File: src/common/cpu16_consts.svh
// Widths are tied to the 16-bit instruction layout and cannot be changed on their own
`ifndef CPU16_CONSTS_SVH
`define CPU16_CONSTS_SVH

// Data path and instruction word width
`define CPU16_DATA_BITS 16

// Register select field width
`define CPU16_REG_BITS 4

// Register file size, R0 included
`define CPU16_NUM_REGS 16

`endif

File: src/common/cpu16_isa_pkg.sv
// Opcodes outside the listed set decode as no-ops that write no register and no flag
package cpu16_isa_pkg;

`include "cpu16_consts.svh"

	typedef logic [`CPU16_DATA_BITS-1:0] word_t;
	typedef logic [`CPU16_REG_BITS-1:0] reg_sel_t;

	typedef enum logic [3:0] {
		OP_ADD  = 4'h0,	// rd = ra + rb
		OP_SUB  = 4'h1,	// rd = ra - rb
		OP_AND  = 4'h2,
		OP_OR   = 4'h3,
		OP_XOR  = 4'h4,
		OP_ADDI = 4'h5,	// rd = rd + imm8
		OP_LDI  = 4'h6,	// rd = imm8
		OP_CMP  = 4'h7,	// Flag only
		OP_MOVZ = 4'h8,	// rd = ra when the zero flag is set
		OP_OUT  = 4'h9	// Emit ra on the output stream
	} opcode_e;

	// Instruction word as it arrives on the input stream
	typedef struct packed {
		opcode_e  opcode;	// Bits 15..12
		reg_sel_t rd;	// Bits 11..8
		reg_sel_t ra;	// Bits 7..4 and high nibble of imm8
		reg_sel_t rb;	// Bits 3..0 and low nibble of imm8
	} instr_t;

	// Everything execute needs from decode
	typedef struct packed {
		opcode_e  op;
		reg_sel_t rd;
		word_t    a_val;
		word_t    b_val;
		word_t    imm;	// Sign-extended imm8
		logic     wr_en;	// Writes rd unless MOVZ fails its condition
	} decoded_op_t;

endpackage

File: src/common/cpu16_pipe_pkg.sv
// Each slot carries its hazard tag so that decode can see what is still in flight
package cpu16_pipe_pkg;

	// R0 as destination means the instruction writes no register
	typedef struct packed {
		cpu16_isa_pkg::reg_sel_t dest;
		logic                    modifies_flags;
	} hazard_tag_t;

	// Payload between decode and execute
	typedef struct packed {
		cpu16_isa_pkg::decoded_op_t op;
		hazard_tag_t                tag;
	} exec_slot_t;

	// Payload between execute and retirement
	typedef struct packed {
		cpu16_isa_pkg::reg_sel_t wr_sel;
		cpu16_isa_pkg::word_t    wr_data;	// Also the value emitted by OUT
		logic                    wr_en;
		logic                    flag_val;	// New zero flag
		logic                    flag_wr;
		logic                    is_out;
		hazard_tag_t             tag;
	} result_slot_t;

endpackage

File: src/logic/cpu16_stage_reg.sv
// Holds one item and takes a new one in the same cycle that the held item leaves
`timescale 1ns/100ps

module cpu16_stage_reg #(
	parameter type payload_t = logic
) (
	input  logic     clk,
	input  logic     arst_n,
	input  logic     up_valid,
	output logic     up_ready,
	input  payload_t up_data,
	output logic     dn_valid,
	input  logic     dn_ready,
	output payload_t dn_data
);

	logic     full;
	payload_t data_q;

	assign up_ready = !full || dn_ready;	// Empty or draining this cycle
	assign dn_valid = full;
	assign dn_data  = data_q;

	always_ff @(posedge clk or negedge arst_n) begin
		if (!arst_n)
			full <= 1'b0;
		else if (up_ready)
			full <= up_valid;
	end

	// Payload only moves on an accepted transfer
	always_ff @(posedge clk) begin
		if (up_valid && up_ready)
			data_q <= up_data;
	end

endmodule

File: src/logic/cpu16_regfile.sv
// R0 reads zero, and a write is not bypassed to the read ports in the same cycle
`timescale 1ns/100ps
`include "cpu16_consts.svh"

module cpu16_regfile (
	input  logic                    clk,
	input  logic                    arst_n,
	input  cpu16_isa_pkg::reg_sel_t ra_sel,
	input  cpu16_isa_pkg::reg_sel_t rb_sel,
	output cpu16_isa_pkg::word_t    ra_data,
	output cpu16_isa_pkg::word_t    rb_data,
	input  logic                    wr_en,
	input  cpu16_isa_pkg::reg_sel_t wr_sel,
	input  cpu16_isa_pkg::word_t    wr_data
);
	import cpu16_isa_pkg::*;

	word_t regs [`CPU16_NUM_REGS];

	assign ra_data = (ra_sel == '0) ? '0 : regs[ra_sel];
	assign rb_data = (rb_sel == '0) ? '0 : regs[rb_sel];

	always_ff @(posedge clk or negedge arst_n) begin
		if (!arst_n) begin
			for (int i = 0; i < `CPU16_NUM_REGS; i++)
				regs[i] <= '0;
		end else if (wr_en && wr_sel != '0) begin	// Writes to R0 are dropped
			regs[wr_sel] <= wr_data;
		end
	end

endmodule

File: src/pipeline/cpu16_decode.sv
// Operands are read in the issue cycle, so the instruction waits here until no producer is in flight
`timescale 1ns/100ps
`include "cpu16_consts.svh"

module cpu16_decode (
	input  logic                        in_valid,
	output logic                        in_ready,
	input  cpu16_isa_pkg::instr_t       in_instr,
	output cpu16_isa_pkg::reg_sel_t     ra_sel,
	output cpu16_isa_pkg::reg_sel_t     rb_sel,
	input  cpu16_isa_pkg::word_t        ra_data,
	input  cpu16_isa_pkg::word_t        rb_data,
	input  logic                        stall,
	output logic                        slot_valid,
	input  logic                        slot_ready,
	output cpu16_pipe_pkg::exec_slot_t  slot,
	output cpu16_pipe_pkg::hazard_tag_t tag,
	output logic                        uses_flags
);
	import cpu16_isa_pkg::*;

	decoded_op_t op_d;
	logic [7:0]  imm8;
	logic        writes_rd;
	logic        mod_flags;

	assign imm8 = {in_instr.ra, in_instr.rb};

	// Selects stay at R0 without a valid word so an idle stream never stalls
	always_comb begin
		ra_sel     = '0;
		rb_sel     = '0;
		uses_flags = 1'b0;
		writes_rd  = 1'b0;
		mod_flags  = 1'b0;
		if (in_valid) begin
			case (in_instr.opcode)
				OP_ADD, OP_SUB, OP_AND, OP_OR, OP_XOR: begin
					ra_sel    = in_instr.ra;
					rb_sel    = in_instr.rb;
					writes_rd = 1'b1;
					mod_flags = 1'b1;
				end
				OP_ADDI: begin
					ra_sel    = in_instr.rd;	// rd is source and destination
					writes_rd = 1'b1;
					mod_flags = 1'b1;
				end
				OP_LDI:  writes_rd = 1'b1;
				OP_CMP: begin
					ra_sel    = in_instr.ra;
					rb_sel    = in_instr.rb;
					mod_flags = 1'b1;
				end
				OP_MOVZ: begin
					ra_sel     = in_instr.ra;
					writes_rd  = 1'b1;
					uses_flags = 1'b1;
				end
				OP_OUT:  ra_sel = in_instr.ra;
				default: ;
			endcase
		end
	end

	assign op_d.op    = in_instr.opcode;
	assign op_d.rd    = in_instr.rd;
	assign op_d.a_val = ra_data;
	assign op_d.b_val = rb_data;
	assign op_d.imm   = {{(`CPU16_DATA_BITS - 8){imm8[7]}}, imm8};
	assign op_d.wr_en = writes_rd;

	assign tag  = '{dest: writes_rd ? in_instr.rd : '0, modifies_flags: mod_flags};
	assign slot = '{op: op_d, tag: tag};

	assign slot_valid = in_valid && !stall;
	assign in_ready   = slot_ready && !stall;

endmodule

File: src/pipeline/cpu16_hazard.sv
// No forwarding exists, so any read of a register or flag still owed by a slot stalls
`timescale 1ns/100ps

module cpu16_hazard (
	input  cpu16_isa_pkg::reg_sel_t     ra_sel,
	input  cpu16_isa_pkg::reg_sel_t     rb_sel,
	input  logic                        uses_flags,
	input  cpu16_pipe_pkg::hazard_tag_t tag_ex,
	input  cpu16_pipe_pkg::hazard_tag_t tag_rs,
	input  logic                        ex_valid,
	input  logic                        rs_valid,
	output logic                        stall
);
	import cpu16_isa_pkg::*;
	import cpu16_pipe_pkg::*;

	logic raw_a;
	logic raw_b;
	logic flag_dep;

	// R0 is never a real dependence
	function automatic logic reg_hit(
		input reg_sel_t    sel,
		input hazard_tag_t tag,
		input logic        valid
	);
		return valid && sel != '0 && sel == tag.dest;
	endfunction

	always_comb begin
		raw_a = reg_hit(ra_sel, tag_ex, ex_valid) || reg_hit(ra_sel, tag_rs, rs_valid);
		raw_b = reg_hit(rb_sel, tag_ex, ex_valid) || reg_hit(rb_sel, tag_rs, rs_valid);
	end

	// MOVZ must see the flag of every older flag writer
	assign flag_dep = uses_flags &&
		((ex_valid && tag_ex.modifies_flags) || (rs_valid && tag_rs.modifies_flags));

	assign stall = raw_a || raw_b || flag_dep;

endmodule

File: src/pipeline/cpu16_execute.sv
// MOVZ samples the retired zero flag here, which decode keeps current by stalling on flag writers
`timescale 1ns/100ps

module cpu16_execute (
	input  logic                         ex_valid,
	output logic                         ex_ready,
	input  cpu16_pipe_pkg::exec_slot_t   ex_slot,
	input  logic                         zero_flag,
	output logic                         rs_valid,
	input  logic                         rs_ready,
	output cpu16_pipe_pkg::result_slot_t rs_slot
);
	import cpu16_isa_pkg::*;

	decoded_op_t dop;
	word_t       alu;
	logic        move_ok;

	assign dop = ex_slot.op;

	always_comb begin
		case (dop.op)
			OP_ADD:  alu = dop.a_val + dop.b_val;
			OP_SUB:  alu = dop.a_val - dop.b_val;
			OP_AND:  alu = dop.a_val & dop.b_val;
			OP_OR:   alu = dop.a_val | dop.b_val;
			OP_XOR:  alu = dop.a_val ^ dop.b_val;
			OP_ADDI: alu = dop.a_val + dop.imm;
			OP_LDI:  alu = dop.imm;
			OP_CMP:  alu = dop.a_val - dop.b_val;	// Only the zero test is kept
			OP_MOVZ: alu = dop.a_val;
			OP_OUT:  alu = dop.a_val;
			default: alu = '0;
		endcase
	end

	assign move_ok = (dop.op != OP_MOVZ) || zero_flag;

	assign rs_slot = '{
		wr_sel:   dop.rd,
		wr_data:  alu,
		wr_en:    dop.wr_en && move_ok,
		flag_val: (alu == '0),
		flag_wr:  ex_slot.tag.modifies_flags,
		is_out:   (dop.op == OP_OUT),
		tag:      ex_slot.tag
	};

	// No state of its own
	assign rs_valid = ex_valid;
	assign ex_ready = rs_ready;

endmodule

File: src/pipeline/cpu16_result.sv
// Only OUT can hold the last slot, everything else retires in the cycle it arrives
`timescale 1ns/100ps

module cpu16_result (
	input  logic                         clk,
	input  logic                         arst_n,
	input  logic                         rs_valid,
	output logic                         rs_ready,
	input  cpu16_pipe_pkg::result_slot_t rs_slot,
	output logic                         wr_en,
	output cpu16_isa_pkg::reg_sel_t      wr_sel,
	output cpu16_isa_pkg::word_t         wr_data,
	output logic                         zero_flag,
	output logic                         out_valid,
	input  logic                         out_ready,
	output cpu16_isa_pkg::word_t         out_data
);

	logic retire;
	logic flag_q;

	assign rs_ready = !rs_slot.is_out || out_ready;
	assign retire   = rs_valid && rs_ready;

	// Register write lands on the retiring edge
	assign wr_en   = retire && rs_slot.wr_en;
	assign wr_sel  = rs_slot.wr_sel;
	assign wr_data = rs_slot.wr_data;

	assign out_valid = rs_valid && rs_slot.is_out;
	assign out_data  = rs_slot.wr_data;	// Held by the slot until the handshake

	assign zero_flag = flag_q;

	always_ff @(posedge clk or negedge arst_n) begin
		if (!arst_n)
			flag_q <= 1'b0;
		else if (retire && rs_slot.flag_wr)
			flag_q <= rs_slot.flag_val;
	end

endmodule

File: src/logic/cpu16_core.sv
// Up to two instructions in flight behind decode, and OUT back-pressure fills both slots before in_ready drops
`timescale 1ns/100ps
`include "cpu16_consts.svh"

module cpu16_core (
	input  logic                        clk,
	input  logic                        arst_n,
	input  logic                        in_valid,
	output logic                        in_ready,
	input  logic [`CPU16_DATA_BITS-1:0] in_instr,
	output logic                        out_valid,
	input  logic                        out_ready,
	output logic [`CPU16_DATA_BITS-1:0] out_data
);
	import cpu16_isa_pkg::*;
	import cpu16_pipe_pkg::*;

	reg_sel_t     ra_sel;
	reg_sel_t     rb_sel;
	word_t        ra_data;
	word_t        rb_data;
	logic         stall;
	logic         uses_flags;
	logic         dec_valid;
	logic         dec_ready;
	exec_slot_t   dec_slot;
	logic         ex_valid;
	logic         ex_ready;
	exec_slot_t   ex_data;
	logic         xo_valid;
	logic         xo_ready;
	result_slot_t xo_slot;
	logic         rs_valid;
	logic         rs_ready;
	result_slot_t rs_data;
	logic         wr_en;
	reg_sel_t     wr_sel;
	word_t        wr_data;
	logic         zero_flag;

	cpu16_regfile regfile_i (
		.clk     (clk),
		.arst_n  (arst_n),
		.ra_sel  (ra_sel),
		.rb_sel  (rb_sel),
		.ra_data (ra_data),
		.rb_data (rb_data),
		.wr_en   (wr_en),
		.wr_sel  (wr_sel),
		.wr_data (wr_data)
	);

	cpu16_decode decode_i (
		.in_valid   (in_valid),
		.in_ready   (in_ready),
		.in_instr   (in_instr),
		.ra_sel     (ra_sel),
		.rb_sel     (rb_sel),
		.ra_data    (ra_data),
		.rb_data    (rb_data),
		.stall      (stall),
		.slot_valid (dec_valid),
		.slot_ready (dec_ready),
		.slot       (dec_slot),
		.tag        (),	// Same tag already rides inside dec_slot
		.uses_flags (uses_flags)
	);

	cpu16_hazard hazard_i (
		.ra_sel     (ra_sel),
		.rb_sel     (rb_sel),
		.uses_flags (uses_flags),
		.tag_ex     (ex_data.tag),
		.tag_rs     (rs_data.tag),
		.ex_valid   (ex_valid),
		.rs_valid   (rs_valid),
		.stall      (stall)
	);

	cpu16_stage_reg #(.payload_t(exec_slot_t)) ex_slot (
		.clk      (clk),
		.arst_n   (arst_n),
		.up_valid (dec_valid),
		.up_ready (dec_ready),
		.up_data  (dec_slot),
		.dn_valid (ex_valid),
		.dn_ready (ex_ready),
		.dn_data  (ex_data)
	);

	cpu16_execute execute_i (
		.ex_valid  (ex_valid),
		.ex_ready  (ex_ready),
		.ex_slot   (ex_data),
		.zero_flag (zero_flag),
		.rs_valid  (xo_valid),
		.rs_ready  (xo_ready),
		.rs_slot   (xo_slot)
	);

	cpu16_stage_reg #(.payload_t(result_slot_t)) rs_slot (
		.clk      (clk),
		.arst_n   (arst_n),
		.up_valid (xo_valid),
		.up_ready (xo_ready),
		.up_data  (xo_slot),
		.dn_valid (rs_valid),
		.dn_ready (rs_ready),
		.dn_data  (rs_data)
	);

	cpu16_result result_i (
		.clk       (clk),
		.arst_n    (arst_n),
		.rs_valid  (rs_valid),
		.rs_ready  (rs_ready),
		.rs_slot   (rs_data),
		.wr_en     (wr_en),
		.wr_sel    (wr_sel),
		.wr_data   (wr_data),
		.zero_flag (zero_flag),
		.out_valid (out_valid),
		.out_ready (out_ready),
		.out_data  (out_data)
	);

endmodule

File: config.mk
export PLATFORM = sky130hd
export DESIGN_NAME = cpu16_core
export DESIGN_NICKNAME = d
export VERILOG_FILES = /design/src/common/cpu16_isa_pkg.sv /design/src/common/cpu16_pipe_pkg.sv /design/src/logic/cpu16_stage_reg.sv /design/src/logic/cpu16_regfile.sv /design/src/pipeline/cpu16_decode.sv /design/src/pipeline/cpu16_hazard.sv /design/src/pipeline/cpu16_execute.sv /design/src/pipeline/cpu16_result.sv /design/src/logic/cpu16_core.sv
export VERILOG_INCLUDE_DIRS = /design/src /design/src/common
export SDC_FILE = /design/constraint.sdc
export NUM_CORES = 1
export LEC_CHECK = 0
export BUFFER_PORTS_ARGS = -buffer_cell sky130_fd_sc_hd__buf_2
export CAP_MARGIN = 15
export CORE_AREA = 3 3 219 221
export CTS_BUF_LIST = sky130_fd_sc_hd__clkbuf_4 sky130_fd_sc_hd__clkbuf_8
export CTS_CLUSTER_DIAMETER = 200
export DETAILED_ROUTE_END_ITERATION = 10
export DIE_AREA = 0 0 222 224
export SETUP_SLACK_MARGIN = 0.02
export SLEW_MARGIN = 20
export SYNTH_ARGS = -nofsm -noshare
export SYNTH_HDL_FRONTEND = slang
export SYNTH_SLANG_ARGS = --single-unit
File: constraint.sdc
create_clock -name clk -period 4.9 [get_ports clk]
set_input_delay 0.49 -clock clk [delete_from_list [all_inputs] [get_ports clk]]
set_output_delay 0.49 -clock clk [all_outputs]
set_load 0.05 [all_outputs]
== Word level (Yosys, flattened, before mapping) ==
Index checks and enable logic that the tools add are counted.

* Input bits: 20
* Output and inout port bits: 18
* Flip-flop bits (word level): 341

* Muxes and demuxes: 19
* $add $sub $neg: 3
* Equality and inequality tests: 23
* Magnitude comparators: 4
* Reductions and logical operators: 49
* Bitwise operators: 6

{| class="wikitable"
|+ Operator list
! kind !! count
|-
| bitwise mux 256 bit || 1
|-
| binary-select mux 16 bit (select 4 bit) || 2
|-
| case mux 16 bit (8 select lines) || 1
|-
| 2-to-1 mux 16 bit || 5
|-
| demux 16 bit (select 4 bit) || 1
|-
| adder 16 bit || 2
|-
| == test 4 x 3 -> 1 bit (second input constant) || 8
|-
| logical AND 1 bit || 22
|-
| bitwise AND 16 bit || 1
|-
| == test 4 x 2 -> 1 bit (second input constant) || 4
|-
| == test 4 bit || 4
|-
| == test 4 bit (second input constant) || 4
|-
| logical NOT 16 bit || 1
|-
| logical NOT 4 bit || 4
|-
| bitwise OR 16 bit || 1
|-
| OR reduction 8 bit || 2
|-
| subtractor 16 bit || 1
|-
| XOR 16 bit || 1
|-
| >= comparator 5 bit (second input constant) || 3
|-
| NOT 4 -> 5 bit || 3
|-
| 2-to-1 mux 4 bit || 3
|-
| nonzero test 4 bit || 3
|-
| logical OR 1 bit || 9
|-
| == test 4 x 1 -> 1 bit (second input constant) || 2
|-
| other kinds (8) || 16
|}

== Depth between registers and ports, before layout ==
Gate-level depths: netlist of run 1.

* Depth after elaboration: 13
* Depth in mapped cells: 19
* Depth with buffers taken out: 19

== Modules after synthesis ==
From an unflattened synthesis of run 1, not the netlist that was laid out.

* Cells, all modules: 1,628
* Area, all modules: 20,276.9 sq um

{| class="wikitable"
|+ By module, submodules not included
! module !! cells each !! area each (sq um) !! instances
|-
| cpu16_regfile || 918 || 13,082.5 || 1
|-
| cpu16_execute || 440 || 3,086.7 || 1
|-
| cpu16_stage_reg (ex_slot) || 66 || 1,915.6 || 1
|-
| cpu16_stage_reg (rs_slot) || 33 || 924.6 || 1
|-
| cpu16_decode || 97 || 695.7 || 1
|-
| cpu16_result || 42 || 347.8 || 1
|-
| cpu16_hazard || 32 || 224.0 || 1
|}

== Worst setup path before layout of run 1 ==
Ideal clock, no wire load.

* Path type: input -> register
* From: in in_instr[15]
* To: reg ex_slot.data_q, in the netlist ex_slot.dn_data[0] (enable)
* Setup time: 0.466 ns
* Path buffers: 0
* Stages: 8
* Arrival: 4.274 ns
* Slack: 0.160 ns
* Cell sequence: and2_0 -> o32ai_1 -> a22oi_1 -> xor2_1 -> nand3_1 -> o22a_1 -> o21ai_0 -> nor2_1

* Longest elaborated chain between the ends: 13

{| class="wikitable"
|+ Ends and longest elaborated chain
! item !! RTL line !! text
|-
| start, declared || cpu16_core.sv:10 || <nowiki>input logic [`CPU16_DATA_BITS-1:0] in_instr,</nowiki>
|-
| == test 4 bit, or another cell as far along || cpu16_decode.sv:37 || <nowiki>case (in_instr.opcode)</nowiki>
|-
| OR reduction 8 bit (no line) or OR reduction 6 bit (tied branches) || n/a ||
|-
| case mux 4 bit (2 select lines) or 2-to-1 mux 4 bit (tied branches) || cpu16_decode.sv:37 ||
|-
| 2-to-1 mux 4 bit || cpu16_decode.sv:36 || <nowiki>if (in_valid) begin</nowiki>
|-
| nonzero test 4 bit || cpu16_hazard.sv:27 || <nowiki>return valid && sel != '0 && sel == tag.dest;</nowiki>
|-
| logical AND 1 bit (2 in series) || cpu16_hazard.sv:27 ||
|-
| logical OR 1 bit, on equally long branches || cpu16_hazard.sv:31, cpu16_hazard.sv:32 ||
|-
| logical OR 1 bit || cpu16_hazard.sv:39 || <nowiki>assign stall = raw_a || raw_b || flag_dep;</nowiki>
|-
| logical OR 1 bit (*) || cpu16_hazard.sv:39 ||
|-
| logical NOT 1 bit (*) || cpu16_decode.sv:76 || <nowiki>assign slot_valid = in_valid && !stall;</nowiki>
|-
| logical AND 1 bit (*) || cpu16_decode.sv:76 ||
|-
| logical AND 1 bit (*) || cpu16_stage_reg.sv:33 || <nowiki>if (up_valid && up_ready)</nowiki>
|-
| end signal, assigned || cpu16_stage_reg.sv:34 || <nowiki>data_q <= up_data;</nowiki>
|-
| end, declared || cpu16_stage_reg.sv:18 || <nowiki>payload_t data_q;</nowiki>
|}

Every way passes the cells marked *; elsewhere a longest branch is shown, timed or not.
A chain may end at the register's enable or synchronous reset.

==> impl_metrics.py, run 1 <==
metrics = {
    "global_routing": {
        "met3_usage_pct": 4.94,
        "top_usage_layer": "met2",
        "antenna_found_initial": 2,
        "gr-usage-all-layers_pct": 25.2,
        "grt_pass1_vias": 15500,
        "grtUsageMet2_pct": 40.9,
        "grt_max_degree": 118,
        "grt_util_met1_pct": 32.5,
        "grt_pass1_wl_um": 96100,
        "grt.overflow.total": 0,
    },
    "synth": {
        "ys_seq_area_share_pct": 46.2,
        "synth-seq-cells": 341,
        "syn-num-nets": 1966,
        "synth.area.top_cells": "dfrtp_1, mux2_2, edfxtp_1",
        "syn_inst": 1895,
        "synth_edf_count": 82,
        "syn_area_um2": 19400,
        "async_reset_ff_share_pct": 76.0,
        "synthMuxAreaShare_pct": 18.0,
        "synthSimpleGateAreaFrac_pct": 14.4,
        "synth_compound_area_share_pct": 12.5,
        "synth_fa_ha_area_share_pct": 3.33,
        "synthFlopType": "dfrtp_1",
        "syn-mean-instance-area_um2": 10.2,
        "yosysMostFrequentCell": "nand2_1",
        "ys_top_cells_by_count": "nand2_1, dfrtp_1, mux2_2, clkbuf_1, nand3_1",
        "ys_types": 74,
        "synth_top_area_share_pct": 33.4,
        "ys_warn_count": 0,
        "synth_area_leader_cell": "dfrtp_1",
        "synth_top_family_by_area": "multiplexers",
        "synthXorXnorAreaFrac_pct": 1.20,
    },
    "detailed_routing": {
        "firstDrtPassIters": 6,
        "wirelength_um": 64000,
        "vias": 15800,
        "route.detailed.drc": 0,
        "post_drt_via_cell_ratio": 6.16,
        "avgRoutedWirePerCell_um": 25.0,
        "drtIter0Drc": 1772,
        "drtAntennaViolNets": 0,
    },
    "critical_path": {
        "rrSetupSlack_ps": 80,
        "reg2reg_depth": 21,
        "worstPathArrival_ps": 5230,
        "worstSetupPathType": "register to register",
        "crit_fanout": 3,
        "crit_chain": "inv_2 > ha_4 > or3b_4 > or3_4 > or3_4 > or3_4 > or3_4 > a31oi_1 > nor2_1 > a21oi_1 > ha_2 > a2111oi_4 > buf_4 > o211ai_1 > buf_4 > and2_4 > o31a_1 > nand2_2 > a2111oi_4 > nand3_1 > nor3_2",
        "endpoint_kind": "register",
        "crit_required_ps": 5310,
        "crit_slowest_cell": "edfxtp_1",
        "cp-start-kind": "register",
        "max_stage_delay_ps": 420,
        "timing.rr.end": "rs_slot.dn_data[7]$_DFFE_PP_",
        "crit_path_frequent_cell": "or3_4",
        "reg2reg_from": "ex_slot.dn_data[22]$_SDFFCE_PP0P_",
    },
    "placed_design": {
        "dp_slack_ps": 32.6,
        "io_buffers": 37,
        "routabilityCongestion": 0.899,
        "dp.cells": 2455,
        "hpwl_um": 39600,
    },
    "status": {
        "status": "completed",
    },
    "layout": {
        "synthToLayoutAreaGrowth_pct": 12.1,
        "drive_gt1_share_pct": 27.2,
        "fin_cells": 2559,
        "nets": 1983,
    },
    "run": {
        "maxCapViolCount": 0,
    },
    "clocking": {
        "htree_levels": 2,
        "cts-root-buf": "clkbuf_8",
        "clock_path_buffers": 3,
        "cts.clk_slew.worst_paths_ps": 60,
        "cts_tree": "done",
        "cts_sinks": 341,
        "insertion_delay_ps": 670,
        "cts_buffers": 59,
    },
    "power_and_ir_drop": {
        "ir_worst_vdd_mv": 0.210,
        "swShare_pct": 33.7,
        "power.internal_uw": 6660,
        "comb_power_share_pct": 26.7,
        "pwr-share-seq_pct": 46.6,
        "power.density_nw_per_um2": 462,
        "p_leak_uw": 0.00923,
        "power.share.clock_pct": 26.8,
        "power_switching_uw": 3380,
    },
    "worst_hold_path": {
        "hold_path_class": "primary input to register",
        "hold_path_startpoint": "in_instr[11]",
        "hold_end": "ex_slot.dn_data[57]$_DFFE_PP_",
        "min_path_cells": 1,
    },
    "timing": {
        "slew_headroom_pct": 22.3,
        "finalCritPeriodShare_pct": 98.4,
        "rsz0062_at_grt": "yes",
        "slew_violations": 0,
        "worst_slack_ps": 77.3,
        "skew_ps": 18.4,
        "fmax_ghz": 0.207,
        "hold_violations": 0,
        "worstMarginPinSlew_ps": 1160,
        "finalCriticalPeriod_ps": 4820,
        "setup_viol": 0,
        "hold_slack_ps": 69.3,
        "tns_ps": 0,
    },
    "floorplan": {
        "die_area_um2": 49700,
        "core_area_um2": 46400,
        "die_y_um": 224,
        "fp-row-count": 79,
        "num_io_pins": 38,
        "die_width_um": 222,
        "initial_core_util_pct": 41.8,
    },
}
worst max-delay path, delay by kind of cell, from the launching register on:
kind            cells  cell delay, ps
flops               1             420
simple gates       10            2230
fa+ha+maj           2             450
buf+inv             3             460
compound gates      6             990
sequential cells by signal (all words and copies together), names as in the netlist:
name,count
regfile_i.regs,256
ex_slot.dn_data,54
rs_slot.dn_data,28
ex_slot.dn_valid,1
result_i.zero_flag,1
rs_slot.dn_valid,1
per-stage QoR:
| stage | power [uW] | cell area (um2) | utilization, % |
|---|---|---|---|
| finish | 10000 | 21700 | 46.9 |
| global route | 10600 | 21700 | 46.9 |
| CTS | 9990 | 21600 | 46.6 |
| floorplan | 6420 | 19400 | - |
| detailed placement | 7280 | 20400 | 44.0 |
| global placement | 7170 | 20400 | 44.0 |
what timing repair did:
action	in CTS	in global routing
hold buffers	1	0
resized for setup	2	19
endpoints found under the hold margin	115	0
pin swaps	0	10
endpoints found under the setup margin	1	3
setup buffers	0	2
power by group through the flow:
stage                     Sequential (uW)  Combinational (uW)  Clock [uW]
after floorplan                      4350                2070           0
after global placement               4640                2520           0
after detailed placement             4690                2590           0
after CTS                            4640                2600        2740
after global routing                 4790                2920        2870
final                                4670                2680        2690
how the worst max path moves through the flow:
| stage | startpoint | endpoint | slack, ps |
|---|---|---|---|
| floorplan | in_instr[15] | ex_slot.dn_data[0]$_SDFFCE_PN0P_ | 160 |
| global placement | ex_slot.dn_data[22]$_SDFFCE_PP0P_ | rs_slot.dn_data[7]$_DFFE_PP_ | 20 |
| detailed placement | ex_slot.dn_data[22]$_SDFFCE_PP0P_ | rs_slot.dn_data[7]$_DFFE_PP_ | 30 |
| CTS | ex_slot.dn_data[22]$_SDFFCE_PP0P_ | rs_slot.dn_data[7]$_DFFE_PP_ | 30 |
| global route | ex_slot.dn_data[22]$_SDFFCE_PP0P_ | rs_slot.dn_data[7]$_DFFE_PP_ | -90 |
| finish | ex_slot.dn_data[22]$_SDFFCE_PP0P_ | rs_slot.dn_data[7]$_DFFE_PP_ | 80 |
routing by layer:
| metal | share of wire [%] | vias to the layer above |
|---|---|---|
| met1 | 40 | 7794 |
| met5 | 0.020 | - |
| met2 | 47 | 823 |
| met3 | 8.7 | 193 |
| met4 | 4.6 | 2 |
| li1 | - | 6952 |
kinds of logic after synthesis:
| group | count (synthesis) |
|---|---|
| AOI/OAI and AO/OA | 359 |
| xor gates and xnor gates | 25 |
| adders and majority gates | 51 |
| buffers and inverters | 205 |
| DFF | 341 |
| muxes | 298 |
| and+or+nand+nor | 616 |
placed cells by master, fill, tap and decap left out, drive strengths merged, types with 4 or more instances in the layout:
master and instances:
a211oi 6, a21o 6, a21oi 75, a221oi 12, a22o 4, a22oi 21, a2bb2oi 4, a311oi 41
a31oi 42, a32oi 5, and2 14, and3 28, buf 116, clkbuf 96, dfrtp 259, edfxtp 82
ha 50, inv 44, mux2 250, mux2i 32, mux4 16, nand2 349, nand2b 11, nand3 85
nand4 8, nand4b 4, nor2 51, nor2b 10, nor3 26, nor3b 6, o211ai 6, o21a 4
o21ai 34, o22ai 66, o31ai 5, or3 10, xnor2 14, xor2 10
cell type report:
type / count / area (um2)
Tap cell: 607 / 759
Sequential cell: 341 / 8940
Timing Repair Buffer: 117 / 886
Fill cell: 4228 / 24600
Clock inverter: 4 / 27.5
Multi-Input combinational cell: 1349 / 9770
Antenna cell: 1 / 2.50
Clock buffer: 96 / 1180
Inverter: 44 / 165
(Power assumes the default switching activity.)
==> run 2: changes to the inputs <==
--- a/config.mk
+++ b/config.mk
@@ -13,6 +13,7 @@
 export CTS_CLUSTER_DIAMETER = 200
 export DETAILED_ROUTE_END_ITERATION = 10
 export DIE_AREA = 0 0 222 224
+export REMOVE_ABC_BUFFERS = 1
 export SETUP_SLACK_MARGIN = 0.02
 export SLEW_MARGIN = 20
 export SYNTH_ARGS = -nofsm -noshare
==> run 2 against run 1 <==
Clock power rose by 8.9%; count of clock-buffer cells in the layout rose by 2; via count fell by 0.45%; sequential power barely moved; total power rose by 2.0%; setup slack improved by 75 ps; wire length fell by 0.37%; die area did not move; critical endpoint unchanged.
==> impl_metrics.py, run 2 (synthesis gave the netlist of run 1 again) <==
metrics = {
    "status": {
        "status": "completed",
    },
    "power_and_ir_drop": {
        "ir_worst_vdd_mv": 0.206,
        "p_leak_uw": 0.00927,
        "power.density_nw_per_um2": 470,
    },
    "clocking": {
        "cts_buffers": 60,
        "clock_path_buffers": 3,
        "cts_sinks": 341,
        "cts-root-buf": "clkbuf_8",
        "cts_tree": "done",
        "insertion_delay_ps": 680,
        "htree_levels": 2,
        "cts.clk_slew.worst_paths_ps": 60,
    },
    "timing": {
        "worst_slack_ps": 152,
        "setup_viol": 0,
        "finalCritPeriodShare_pct": 96.9,
        "hold_slack_ps": 58.3,
        "skew_ps": 40.8,
        "rsz0062_at_grt": "yes",
        "hold_violations": 0,
        "slew_violations": 0,
        "worstMarginPinSlew_ps": 1030,
        "finalCriticalPeriod_ps": 4750,
        "fmax_ghz": 0.211,
        "tns_ps": 0,
        "slew_headroom_pct": 31.6,
    },
    "detailed_routing": {
        "firstDrtPassIters": 6,
        "post_drt_via_cell_ratio": 6.12,
        "wirelength_um": 63700,
        "drtAntennaViolNets": 0,
        "route.detailed.drc": 0,
        "vias": 15700,
        "avgRoutedWirePerCell_um": 24.8,
        "drtIter0Drc": 1497,
    },
    "critical_path": {
        "max_stage_delay_ps": 400,
        "crit_fanout": 3,
        "path_buf_inv": 2,
        "crit_required_ps": 5300,
        "worstSetupPathType": "register to register",
        "crit_slowest_cell": "edfxtp_1",
        "cp_top_family": "simple AND/OR/NAND/NOR gates",
        "cp-start-kind": "register",
        "crit_path_frequent_cell": "or3_4",
        "worstPathArrival_ps": 5150,
        "crit_chain": "inv_1 > ha_2 > or3b_4 > or3_4 > or3_4 > or3_4 > or3_4 > a31oi_1 > nor2_1 > a21oi_1 > ha_2 > a2111oi_2 > buf_4 > o211ai_1 > and2_1 > o31a_1 > nand2_2 > a2111oi_2 > nand3_1 > nor3_2",
        "endpoint_kind": "register",
    },
    "floorplan": {
        "core_area_um2": 46400,
        "die_y_um": 224,
        "initial_core_util_pct": 41.8,
        "fp-row-count": 79,
        "num_io_pins": 38,
        "die_area_um2": 49700,
        "die_width_um": 222,
    },
    "layout": {
        "layout_common_cells": "nand2_1, dfrtp_1, mux2_2",
        "drive_gt1_share_pct": 27.2,
        "largest_register": "regfile_i.regs",
        "fin_cells": 2565,
        "synthToLayoutAreaGrowth_pct": 12.4,
        "final_common_cell": "nand2_1",
        "num_antenna_cells": 0,
        "nets": 1977,
        "fill_cells": 4272,
        "largest_register_ffs": 256,
        "fin_area_um2": 21800,
    },
    "global_routing": {
        "grt_pass1_wl_um": 95400,
        "grt_pass1_vias": 15300,
        "antenna_found_initial": 1,
        "grt_max_degree": 140,
        "grt.overflow.total": 0,
        "gr-usage-all-layers_pct": 25.0,
    },
    "placed_design": {
        "dp.cells": 2448,
        "dpl-instance-area_um2": 20300,
        "dp_slack_ps": 23.3,
        "io_buffers": 37,
        "hpwl_um": 40300,
        "routabilityCongestion": 0.922,
    },
    "worst_hold_path": {
        "hold_path_class": "primary input to register",
    },
    "run": {
        "maxCapViolCount": 0,
    },
}
run 2: per-layer routing:
layer / track usage (%) / up-vias / wire length, um
li1: - / 6958 / -
met4: 10.8 / 2 / 2800
met1: 32.9 / 7796 / 26700
met3: 5.49 / 183 / 5220
met2: 40.1 / 754 / 29000
met5: 0 / - / 19
run 2: timing repair:
item	4_1_cts	5_1_grt
pin swaps	0	8
buffers inserted	0	2
resized for setup	2	12
hold endpoints to repair	68	0
hold buffers	1	0
endpoints found under the setup margin	1	2
run 2: worst paths after layout:
path	start	to	slack [ps]	cells after the start
worst min register to register	regfile_i.regs[243]$_DFFE_PN0P_	regfile_i.regs[243]$_DFFE_PN0P_	380	0
max in group asynchronous	arst_n	regfile_i.regs[117]$_DFFE_PN0P_	3320	3
worst max register to register	ex_slot.dn_data[23]$_SDFFCE_PP0P_	rs_slot.dn_data[7]$_DFFE_PP_	150	20
worst min-delay path	in_instr[7]	ex_slot.dn_data[13]$_DFFE_PP_	60	1
worst max-delay path	ex_slot.dn_data[23]$_SDFFCE_PP0P_	rs_slot.dn_data[7]$_DFFE_PP_	150	20
min in group asynchronous	arst_n	regfile_i.regs[148]$_DFFE_PN0P_	400	2
run 2: metrics by stage:
stage	util (%)	power (uW)
finish	47.0	10200
global route	47.0	10800
CTS	46.9	10200
detailed placement	43.9	7280
global placement	43.8	7180
floorplan	-	6340
run 2: report_power, final:
part / internal (uW) / total, uW / switching, uW / leakage (uW)
clock: 1680 / 2930 / 1240 / 0.000726
sequential: 3830 / 4660 / 826 / 0.00424
combinational: 1310 / 2650 / 1340 / 0.00431
run 2: layout make-up:
cell class              instances  area, um2  area share [%]
inverters                      44        165           0.758
well taps                     607        759            3.49
multi-input cells            1349       9710            44.6
repair buffers                110        837            3.84
flip-flops and latches        341       8940            41.0
clock buffers                  98       1220            5.59
clock inverters                16        150           0.689
